--- src/logic/csr_pkg.sv ---
package csr_pkg;

    localparam int XLEN  = 32;
    localparam int HWI_W = 8;

    // architectural CSR numbers
    typedef enum logic [13:0] {
        CSR_CRMD   = 14'h000,
        CSR_PRMD   = 14'h001,
        CSR_ECFG   = 14'h004,
        CSR_ESTAT  = 14'h005,
        CSR_ERA    = 14'h006,
        CSR_EENTRY = 14'h00c,
        CSR_SAVE0  = 14'h030,
        CSR_SAVE1  = 14'h031,
        CSR_SAVE2  = 14'h032,
        CSR_SAVE3  = 14'h033,
        CSR_TID    = 14'h040,
        CSR_TCFG   = 14'h041,
        CSR_TVAL   = 14'h042,
        CSR_TICLR  = 14'h044
    } csr_addr_e;

    typedef struct packed {
        logic             en;
        csr_addr_e        addr;
        logic [XLEN-1:0]  data;
    } csr_wr_t;

    typedef struct packed {
        logic             valid;
        logic [5:0]       ecode;
        logic [8:0]       esubcode;
        logic [XLEN-1:0]  pc;
    } trap_t;

    localparam logic [XLEN-1:0] CRMD_RESET = 32'h0000_0008; // DA=1
    localparam int              CRMD_PLV_LSB = 0;
    localparam int              CRMD_IE_BIT  = 2;
    localparam logic [XLEN-1:0] CRMD_WMASK   = 32'h0000_01ff;
    localparam logic [XLEN-1:0] PRMD_WMASK   = 32'h0000_0007;

    localparam logic [XLEN-1:0] ECFG_LIE_MASK = 32'h0000_1bff; // 9:0 and 12:11

    localparam int                    ESTAT_IS_W    = 13;
    localparam logic [ESTAT_IS_W-1:0] ESTAT_SW_MASK = 13'h0003;
    localparam int                    ESTAT_TI_BIT  = 11;
    localparam int                    ESTAT_HWI_LSB = 2;
    localparam int                    ECODE_LSB     = 16;
    localparam int                    ESUBCODE_LSB  = 22;

    localparam logic [XLEN-1:0] EENTRY_MASK = 32'hffff_ffc0;

    localparam int              TCFG_EN_BIT       = 0;
    localparam int              TCFG_PERIODIC_BIT = 1;
    localparam logic [XLEN-1:0] TVAL_INIT_MASK    = 32'hffff_fffc;
    localparam int              TICLR_CLR_BIT     = 0;

endpackage

--- src/logic/csr_intr.sv ---
`timescale 1ns/1ps

module csr_intr (
    input  logic                                clk,
    input  logic                                rst,
    input  csr_pkg::csr_wr_t                    csr_wr_i,
    input  logic [csr_pkg::HWI_W-1:0]           hwi_i,
    input  logic                                timer_irq_i,
    input  logic                                crmd_ie_i,
    output logic [csr_pkg::XLEN-1:0]            ecfg_o,
    output logic [csr_pkg::ESTAT_IS_W-1:0]      estat_is_o,
    output logic                                interrupt_o
);
    import csr_pkg::*;

    logic [XLEN-1:0]       ecfg_q;
    logic [ESTAT_IS_W-1:0] is_q;     // sw and hwi bits only
    logic [ESTAT_IS_W-1:0] is_full;

    always_ff @(posedge clk) begin
        if (rst) begin
            ecfg_q <= '0;
            is_q   <= '0;
        end else begin
            if (csr_wr_i.en && csr_wr_i.addr == CSR_ECFG) begin
                ecfg_q <= csr_wr_i.data & ECFG_LIE_MASK;
            end
            if (csr_wr_i.en && csr_wr_i.addr == CSR_ESTAT) begin
                is_q <= (is_q & ~ESTAT_SW_MASK) | (csr_wr_i.data[ESTAT_IS_W-1:0] & ESTAT_SW_MASK);
            end
            is_q[ESTAT_HWI_LSB +: HWI_W] <= hwi_i; // sampled every cycle
        end
    end

    always_comb begin
        is_full               = is_q;
        is_full[ESTAT_TI_BIT] = timer_irq_i;
    end

    assign ecfg_o      = ecfg_q;
    assign estat_is_o  = is_full;
    assign interrupt_o = (|(ecfg_q[ESTAT_IS_W-1:0] & is_full)) & crmd_ie_i;

endmodule

--- src/logic/csr_read_mux.sv ---
`timescale 1ns/1ps

module csr_read_mux (
    input  logic                                rd_en_i,
    input  csr_pkg::csr_addr_e                  rd_addr_i,
    input  logic [csr_pkg::XLEN-1:0]            crmd_i,
    input  logic [csr_pkg::XLEN-1:0]            prmd_i,
    input  logic [csr_pkg::XLEN-1:0]            era_i,
    input  logic [csr_pkg::XLEN-1:0]            eentry_i,
    input  logic [14:0]                         ecode_field_i,
    input  logic [csr_pkg::XLEN-1:0]            ecfg_i,
    input  logic [csr_pkg::ESTAT_IS_W-1:0]      estat_is_i,
    input  logic [csr_pkg::XLEN-1:0]            tcfg_i,
    input  logic [csr_pkg::XLEN-1:0]            tval_i,
    input  logic [3:0][csr_pkg::XLEN-1:0]       save_i,
    input  logic [csr_pkg::XLEN-1:0]            tid_i,
    output logic [csr_pkg::XLEN-1:0]            rd_data_o
);
    import csr_pkg::*;

    logic [XLEN-1:0] estat;

    // estat is spread over two banks
    always_comb begin
        estat                        = '0;
        estat[ESTAT_IS_W-1:0]        = estat_is_i;
        estat[ECODE_LSB +: 6]        = ecode_field_i[5:0];
        estat[ESUBCODE_LSB +: 9]     = ecode_field_i[14:6];
    end

    always_comb begin
        rd_data_o = '0;
        if (rd_en_i) begin
            case (rd_addr_i)
                CSR_CRMD:   rd_data_o = crmd_i;
                CSR_PRMD:   rd_data_o = prmd_i;
                CSR_ECFG:   rd_data_o = ecfg_i;
                CSR_ESTAT:  rd_data_o = estat;
                CSR_ERA:    rd_data_o = era_i;
                CSR_EENTRY: rd_data_o = eentry_i;
                CSR_SAVE0:  rd_data_o = save_i[0];
                CSR_SAVE1:  rd_data_o = save_i[1];
                CSR_SAVE2:  rd_data_o = save_i[2];
                CSR_SAVE3:  rd_data_o = save_i[3];
                CSR_TID:    rd_data_o = tid_i;
                CSR_TCFG:   rd_data_o = tcfg_i;
                CSR_TVAL:   rd_data_o = tval_i;
                default:    rd_data_o = '0;  // ticlr is write-only
            endcase
        end
    end

endmodule

--- src/logic/csr_save_bank.sv ---
`timescale 1ns/1ps

module csr_save_bank (
    input  logic                          clk,
    input  logic                          rst,
    input  csr_pkg::csr_wr_t              csr_wr_i,
    output logic [3:0][csr_pkg::XLEN-1:0] save_o,
    output logic [csr_pkg::XLEN-1:0]      tid_o
);
    import csr_pkg::*;

    logic [3:0][XLEN-1:0] save_q;
    logic [XLEN-1:0]      tid_q;

    always_ff @(posedge clk) begin
        if (rst) begin
            save_q <= '0;
            tid_q  <= '0;
        end else if (csr_wr_i.en) begin
            case (csr_wr_i.addr)
                CSR_SAVE0: save_q[0] <= csr_wr_i.data;
                CSR_SAVE1: save_q[1] <= csr_wr_i.data;
                CSR_SAVE2: save_q[2] <= csr_wr_i.data;
                CSR_SAVE3: save_q[3] <= csr_wr_i.data;
                CSR_TID:   tid_q     <= csr_wr_i.data;
                default: ;
            endcase
        end
    end

    assign save_o = save_q;
    assign tid_o  = tid_q;

endmodule

--- src/logic/csr_timer.sv ---
`timescale 1ns/1ps

module csr_timer (
    input  logic                     clk,
    input  logic                     rst,
    input  csr_pkg::csr_wr_t         csr_wr_i,
    output logic [csr_pkg::XLEN-1:0] tcfg_o,
    output logic [csr_pkg::XLEN-1:0] tval_o,
    output logic                     timer_irq_o
);
    import csr_pkg::*;

    logic [XLEN-1:0] tcfg_q;
    logic [XLEN-1:0] tval_q;
    logic            en_q;
    logic            pend_q;

    logic tcfg_we;
    logic ticlr_clr;
    logic expire;

    assign tcfg_we   = csr_wr_i.en && (csr_wr_i.addr == CSR_TCFG);
    assign ticlr_clr = csr_wr_i.en && (csr_wr_i.addr == CSR_TICLR)
                       && csr_wr_i.data[TICLR_CLR_BIT];
    assign expire    = en_q && (tval_q == '0);

    always_ff @(posedge clk) begin
        if (rst) begin
            tcfg_q <= '0;
            tval_q <= '0;
            en_q   <= 1'b0;
        end else if (tcfg_we) begin
            tcfg_q <= csr_wr_i.data;
            tval_q <= csr_wr_i.data & TVAL_INIT_MASK;
            en_q   <= csr_wr_i.data[TCFG_EN_BIT];
        end else if (expire) begin
            // periodic reloads init, one-shot parks at all ones
            tval_q <= tcfg_q[TCFG_PERIODIC_BIT] ? (tcfg_q & TVAL_INIT_MASK) : '1;
            en_q   <= tcfg_q[TCFG_PERIODIC_BIT];
        end else if (en_q) begin
            tval_q <= tval_q - 1'b1;
        end
    end

    // sticky until TICLR
    always_ff @(posedge clk) begin
        if (rst) begin
            pend_q <= 1'b0;
        end else if (ticlr_clr) begin
            pend_q <= 1'b0;
        end else if (expire && !tcfg_we) begin
            pend_q <= 1'b1;
        end
    end

    assign tcfg_o      = tcfg_q;
    assign tval_o      = tval_q;
    assign timer_irq_o = pend_q;

endmodule

--- src/logic/csr_top.sv ---
`timescale 1ns/1ps

module csr_top (
    input  logic                          clk,
    input  logic                          rst,
    input  csr_pkg::csr_wr_t              csr_wr_i,
    input  csr_pkg::trap_t                trap_i,
    input  logic                          ertn_i,
    input  logic [csr_pkg::HWI_W-1:0]     hwi_i,
    input  logic                          rd_en_i,
    input  csr_pkg::csr_addr_e            rd_addr_i,
    output logic [csr_pkg::XLEN-1:0]      rd_data_o,
    output logic [csr_pkg::XLEN-1:0]      crmd_o,
    output logic [csr_pkg::XLEN-1:0]      era_o,
    output logic [csr_pkg::XLEN-1:0]      eentry_o,
    output logic                          interrupt_o
);
    import csr_pkg::*;

    logic [XLEN-1:0]       prmd;
    logic [14:0]           ecode_field;
    logic                  crmd_ie;
    logic [XLEN-1:0]       ecfg;
    logic [ESTAT_IS_W-1:0] estat_is;
    logic                  timer_irq;
    logic [XLEN-1:0]       tcfg;
    logic [XLEN-1:0]       tval;
    logic [3:0][XLEN-1:0]  save;
    logic [XLEN-1:0]       tid;

    csr_trap_regs u_trap_regs (
        .clk           (clk),
        .rst           (rst),
        .csr_wr_i      (csr_wr_i),
        .trap_i        (trap_i),
        .ertn_i        (ertn_i),
        .crmd_o        (crmd_o),
        .prmd_o        (prmd),
        .era_o         (era_o),
        .eentry_o      (eentry_o),
        .ecode_field_o (ecode_field),
        .crmd_ie_o     (crmd_ie)
    );

    csr_intr u_intr (
        .clk         (clk),
        .rst         (rst),
        .csr_wr_i    (csr_wr_i),
        .hwi_i       (hwi_i),
        .timer_irq_i (timer_irq),
        .crmd_ie_i   (crmd_ie),
        .ecfg_o      (ecfg),
        .estat_is_o  (estat_is),
        .interrupt_o (interrupt_o)
    );

    csr_timer u_timer (
        .clk         (clk),
        .rst         (rst),
        .csr_wr_i    (csr_wr_i),
        .tcfg_o      (tcfg),
        .tval_o      (tval),
        .timer_irq_o (timer_irq)
    );

    csr_save_bank u_save_bank (
        .clk      (clk),
        .rst      (rst),
        .csr_wr_i (csr_wr_i),
        .save_o   (save),
        .tid_o    (tid)
    );

    csr_read_mux u_read_mux (
        .rd_en_i       (rd_en_i),
        .rd_addr_i     (rd_addr_i),
        .crmd_i        (crmd_o),
        .prmd_i        (prmd),
        .era_i         (era_o),
        .eentry_i      (eentry_o),
        .ecode_field_i (ecode_field),
        .ecfg_i        (ecfg),
        .estat_is_i    (estat_is),
        .tcfg_i        (tcfg),
        .tval_i        (tval),
        .save_i        (save),
        .tid_i         (tid),
        .rd_data_o     (rd_data_o)
    );

endmodule

--- src/logic/csr_trap_regs.sv ---
`timescale 1ns/1ps

module csr_trap_regs (
    input  logic                     clk,
    input  logic                     rst,
    input  csr_pkg::csr_wr_t         csr_wr_i,
    input  csr_pkg::trap_t           trap_i,
    input  logic                     ertn_i,
    output logic [csr_pkg::XLEN-1:0] crmd_o,
    output logic [csr_pkg::XLEN-1:0] prmd_o,
    output logic [csr_pkg::XLEN-1:0] era_o,
    output logic [csr_pkg::XLEN-1:0] eentry_o,
    output logic [14:0]              ecode_field_o,
    output logic                     crmd_ie_o
);
    import csr_pkg::*;

    logic [XLEN-1:0] crmd_q;
    logic [XLEN-1:0] prmd_q;
    logic [XLEN-1:0] era_q;
    logic [XLEN-1:0] eentry_q;
    logic [5:0]      ecode_q;
    logic [8:0]      esubcode_q;

    logic [XLEN-1:0] crmd_wr;
    logic [XLEN-1:0] prmd_wr;

    // only writable fields change
    assign crmd_wr = (crmd_q & ~CRMD_WMASK) | (csr_wr_i.data & CRMD_WMASK);
    assign prmd_wr = (prmd_q & ~PRMD_WMASK) | (csr_wr_i.data & PRMD_WMASK);

    always_ff @(posedge clk) begin
        if (rst) begin
            crmd_q     <= CRMD_RESET;
            prmd_q     <= '0;
            era_q      <= '0;
            eentry_q   <= '0;
            ecode_q    <= '0;
            esubcode_q <= '0;
        end else if (trap_i.valid) begin
            // save mode, enter plv0 with interrupts off
            prmd_q[CRMD_PLV_LSB +: 2] <= crmd_q[CRMD_PLV_LSB +: 2];
            prmd_q[CRMD_IE_BIT]       <= crmd_q[CRMD_IE_BIT];
            crmd_q[CRMD_PLV_LSB +: 2] <= 2'b00;
            crmd_q[CRMD_IE_BIT]       <= 1'b0;
            era_q                     <= trap_i.pc;
            ecode_q                   <= trap_i.ecode;
            esubcode_q                <= trap_i.esubcode;
        end else if (ertn_i) begin
            crmd_q[CRMD_PLV_LSB +: 2] <= prmd_q[CRMD_PLV_LSB +: 2]; // pplv
            crmd_q[CRMD_IE_BIT]       <= prmd_q[CRMD_IE_BIT];       // pie
        end else if (csr_wr_i.en) begin
            case (csr_wr_i.addr)
                CSR_CRMD: begin
                    crmd_q <= crmd_wr;
                end
                CSR_PRMD: begin
                    prmd_q <= prmd_wr;
                end
                CSR_ERA: begin
                    era_q <= csr_wr_i.data;
                end
                CSR_EENTRY: begin
                    eentry_q <= csr_wr_i.data & EENTRY_MASK; // 64-byte aligned
                end
                default: ;
            endcase
        end
    end

    assign crmd_o        = crmd_q;
    assign prmd_o        = prmd_q;
    assign era_o         = era_q;
    assign eentry_o      = eentry_q;
    assign ecode_field_o = {esubcode_q, ecode_q};
    assign crmd_ie_o     = crmd_q[CRMD_IE_BIT];

endmodule

--- config.mk ---
export PLATFORM = sky130hd
export DESIGN_NAME = csr_top
export DESIGN_NICKNAME = d
export VERILOG_FILES = /design/src/logic/csr_pkg.sv /design/src/logic/csr_intr.sv /design/src/logic/csr_read_mux.sv /design/src/logic/csr_save_bank.sv /design/src/logic/csr_timer.sv /design/src/logic/csr_top.sv /design/src/logic/csr_trap_regs.sv
export SDC_FILE = /design/constraint.sdc
export NUM_CORES = 1
export LEC_CHECK = 0
export ABC_AREA = 1
export BUFFER_PORTS_ARGS = -buffer_cell sky130_fd_sc_hd__buf_2
export CAP_MARGIN = 20
export CORE_UTILIZATION = 62
export DETAILED_ROUTE_END_ITERATION = 7
export GPL_ROUTABILITY_DRIVEN = 0
export PLACE_DENSITY_LB_ADDON = 0.15
export SLEW_MARGIN = 10
export SYNTH_ARGS = -nofsm -noshare
export SYNTH_HDL_FRONTEND = slang
export SYNTH_SLANG_ARGS = --single-unit
--- constraint.sdc ---
create_clock -name clk -period 4.8 [get_ports clk]
set_input_delay 0.72 -clock clk [delete_from_list [all_inputs] [get_ports clk]]
set_output_delay 0.72 -clock clk [all_outputs]
set_load 0.01 [all_outputs]
==> results by group <==
Clock network
  • CTS tree: built
  • Hold_buf cts: 0
  • Worst-case clock buffer depth: 3
  • Clock Pin Slew Worst Setup and Hold Paths: about 60 ps
  • CTS Sinks: roughly 330
  • Max H-tree Level: 2
  • PostCTS Resize Cnt: 0
  • CTS buffer count: 36
  • Clk_lat worst skew: ~520 ps
  • Post-CTS setup repair buffer count: 0
  • Root buf cell: clkbuf_16

Critical path
  • Startpoint Class: primary input
  • Crit-path slowest cell: nand3_1
  • CP required: 4080 ps
  • WP data arrival: around 3500 ps
  • Crit path cell chain: buf_2, nor2_4, nand2_1, inv_2, nand3_1, buf_4, o21ai_0, nor2_1, nand3_1, nand2_2, inv_2, buf_2
  • CP Class: in -> out
  • Buffers & Inverters on Critical Path: 5
  • Slowest stage delay, CP: 880 ps
  • Crit-path leading delay family: simple AND/OR/NAND/NOR gates
  • Crit path capture type: output pin
  • Crit-path max FO: 19

Detailed routing
  • 1st-iter DRT viols: ~3,000
  • Via density per instance: about 6.1
  • Antenna-violating nets left: 0
  • Number of remaining DRC errors: 0
  • Routed via count: 18,700
  • First-pass detailed-route iteration total: 7
  • Post-Route WL: between 60,000 and 70,000 um
  • Drt wl/cell: roughly 20 um

Floorplan
  • Row cnt: 60
  • Die footprint: around 28,000 um^2
  • Core area: 27,000 um^2
  • Initial core utilization: 0.632
  • Die W: 168 um
  • Die extent in y: ~170 um
  • Io pins: 250

STA
  • Fin. Hold Viols: 0
  • Slew @ Worst Pin: 1260 ps
  • Final setup violation count: 0
  • Minimum clock period: 4230 ps
  • Setup Skew: between 10 and 15 ps
  • Unrepaired setup endpoints after global routing: false
  • Tcrit/Tclk final: 0.881
  • Pins over their slew limit: 0
  • Final TNS setup: 0 ps
  • Worst slew margin: 0.160
  • F_max: 236 MHz

Power
  • Pleak: between 8 and 9 nW
  • Maximum vdd drop: ~0.00025 V
  • Total power: 0.00621 W
  • Power Density: 325 nW/um^2

Synthesis
  • Cell Area, Synth: approximately 17,000 um^2
  • Ys Warns: 0
  • Synth Flop Type: dfxtp_1
  • Sequential share of the synthesized area: 0.391
  • Yosys cell types: 47
  • Post-synth ARST share: 0
  • Avg Inst Size Synth: roughly 6.7 um^2
  • Post-synthesis cell count: about 2,500
  • Post-synth EDFFs: 0
  • Yosys reg bits: approximately 330

Layout
  • N_diodes: 0
  • Nets: 2,804
  • Area Growth Syn to Fin: 12.2%
  • Share of layout cells above drive strength 1: 0.142

GRT
  • GRT Util Overall: 0.432
  • Initial antenna violation count: 0
  • Number of global-route vias before repair: 16,800
  • Pin count of the biggest net entering global routing: approximately 110
  • Gr busiest metal: met2
  • Met1 GRT Util: 0.601
  • M3 GR Usage: 0.148
  • Grt total ovfl: 0
  • Met2 GRT Util: 0.612
  • First-pass GRT wire length: roughly 94,000 um

Placed design
  • Input/output buffers: 220
  • Dpl hpwl: 42,700 um

Flow run
  • Max-cap violations: 0

Worst hold path
  • Min-delay worst type: in -> reg

Outcome
  • Outcome: completed
## path summary, 6_finish.rpt
check / from / slack [ps] / end / cells after the start
max: rd_addr_i[3] / 570 / rd_data_o[22] / 12
min reg2reg: u_save_bank.save_o[9]$_SDFFE_PP0P_ / 450 / u_save_bank.save_o[9]$_SDFFE_PP0P_ / 2
min: hwi_i[3] / 410 / u_intr.is_q[5]$_SDFF_PP0_ / 3
max reg2reg: u_timer.tval_o[0]$_SDFFE_PP0P_ / 1640 / u_timer.tval_o[28]$_SDFFE_PP0P_ / 12
## logic make-up (layout without fill, tap and decap cells)
logic type | after synthesis | in the layout | share of synthesized area
simple gates | 1082 | 1082 | 0.278
fa+ha+maj | 1 | 1 | 0.000734
xor+xnor | 15 | 15 | 0.00771
buf+inv | 426 | 555 | 0.111
other cells | 1 | 29 | 0.000220
compound gates | 689 | 689 | 0.211
flops | 333 | 333 | 0.391
## routing by layer
layer,up-vias,share of wire
met4,0,0.039
met1,8457,0.39
li1,8557,-
met3,203,0.17
met5,-,0
met2,1476,0.41
## registers in the layout (all words and copies together) (netlist names)
name,cells
u_save_bank.save_o,128
u_save_bank.tid_o,32
u_timer.tcfg_o,32
u_timer.tval_o,32
u_trap_regs.era_o,32
u_trap_regs.eentry_o,26
u_intr.ecfg_o,12
u_intr.is_q,10
u_trap_regs.crmd_o,9
u_trap_regs.esubcode_q,9
u_trap_regs.ecode_q,6
u_trap_regs.prmd_o,3
u_timer.en_q,1
u_timer.timer_irq_o,1
## cells in the mapped netlist (2+ instances only)
master	instances	area (um^2)
nand2_2	18	113
buf_2	35	175
nand3_2	4	40.0
o211ai_1	3	22.5
clkbuf_2	2	10.0
clkbuf_1	80	300
nor4_1	2	12.5
nor2_2	14	87.6
nand3_1	143	716
a221oi_1	2	17.5
o22ai_1	33	206
xor2_1	12	105
a21oi_1	280	1400
xnor2_1	3	26.3
dfxtp_1	333	6670
o21bai_1	2	15.0
o21ai_1	51	255
nor3_1	22	110
nand2_1	508	1910
nand3_4	5	87.6
nor3_4	4	65.1
buf_1	5	18.8
inv_1	226	848
buf_4	51	383
nor2_8	2	40.0
a211oi_1	27	203
nor2_1	310	1160
nand3b_1	8	60.1
a22o_1	2	17.5
nor2_4	11	124
clkinv_1	2	7.51
nand4_1	24	150
inv_2	19	71.3
buf_6	4	45.0
o21ai_0	286	1430
and3_1	3	18.8
## metrics by stage
stage,hold WS [ps],utilization,setup slack (ps),cells,cell area [um^2]
floorplan,424,-,2020,2575,17100
global placement,432,0.666,798,2984,17900
detailed placement,441,0.666,704,2985,18000
CTS,412,0.710,701,3045,19100
global route,426,0.710,448,3045,19100
finish,412,0.710,570,3045,19100
## layout make-up
type | count | area, um^2
multi-input combinational | 1816 | 8590
timing repair buffer | 247 | 1330
tap | 341 | 427
fill | 2294 | 7830
inverter | 248 | 941
clock inverter | 10 | 128
clock buffer | 50 | 1030
sequential | 333 | 6670
## where the power goes
part	switching [W]	leakage, nW	internal [W]
sequential	0.0000338	2.69	0.00280
clock	0.00115	0.573	0.00166
combinational	0.000395	5.20	0.000179
## cells in the final DEF (no fill, tap or decap), types with 4 or more instances in the layout
| cell type | instances |
|---|---|
| nand2_1 | 506 |
| dfxtp_1 | 333 |
| nor2_1 | 309 |
| o21ai_0 | 286 |
| a21oi_1 | 280 |
| inv_1 | 225 |
| buf_2 | 219 |
| nand3_1 | 143 |
| o21ai_1 | 51 |
| clkbuf_16 | 37 |
| o22ai_1 | 33 |
| conb_1 | 29 |
| a211oi_1 | 27 |
| buf_4 | 26 |
| nand4_1 | 24 |
| nor3_1 | 22 |
| nand2_2 | 20 |
| inv_2 | 19 |
| nor2_2 | 15 |
| xor2_1 | 12 |
| nor2_4 | 11 |
| nand3b_1 | 8 |
| clkbuf_1 | 7 |
| clkinv_2 | 6 |
| clkbuf_8 | 6 |
| nand3_4 | 5 |
| nor3_4 | 4 |
| nand3_2 | 4 |
## worst register-to-register path, cell delays in order, from the launching register on
cell and delay [ps]:
dfxtp_1 310, inv_1 220, ha_1 320, nand2_1 160, nor2_4 200, nand2_2 110
nor2_1 140, nand2_2 310, nand3_2 490, buf_4 450, o21ai_0 180, nor2_1 130
nor2_1 50
(Power assumes the default switching activity.)
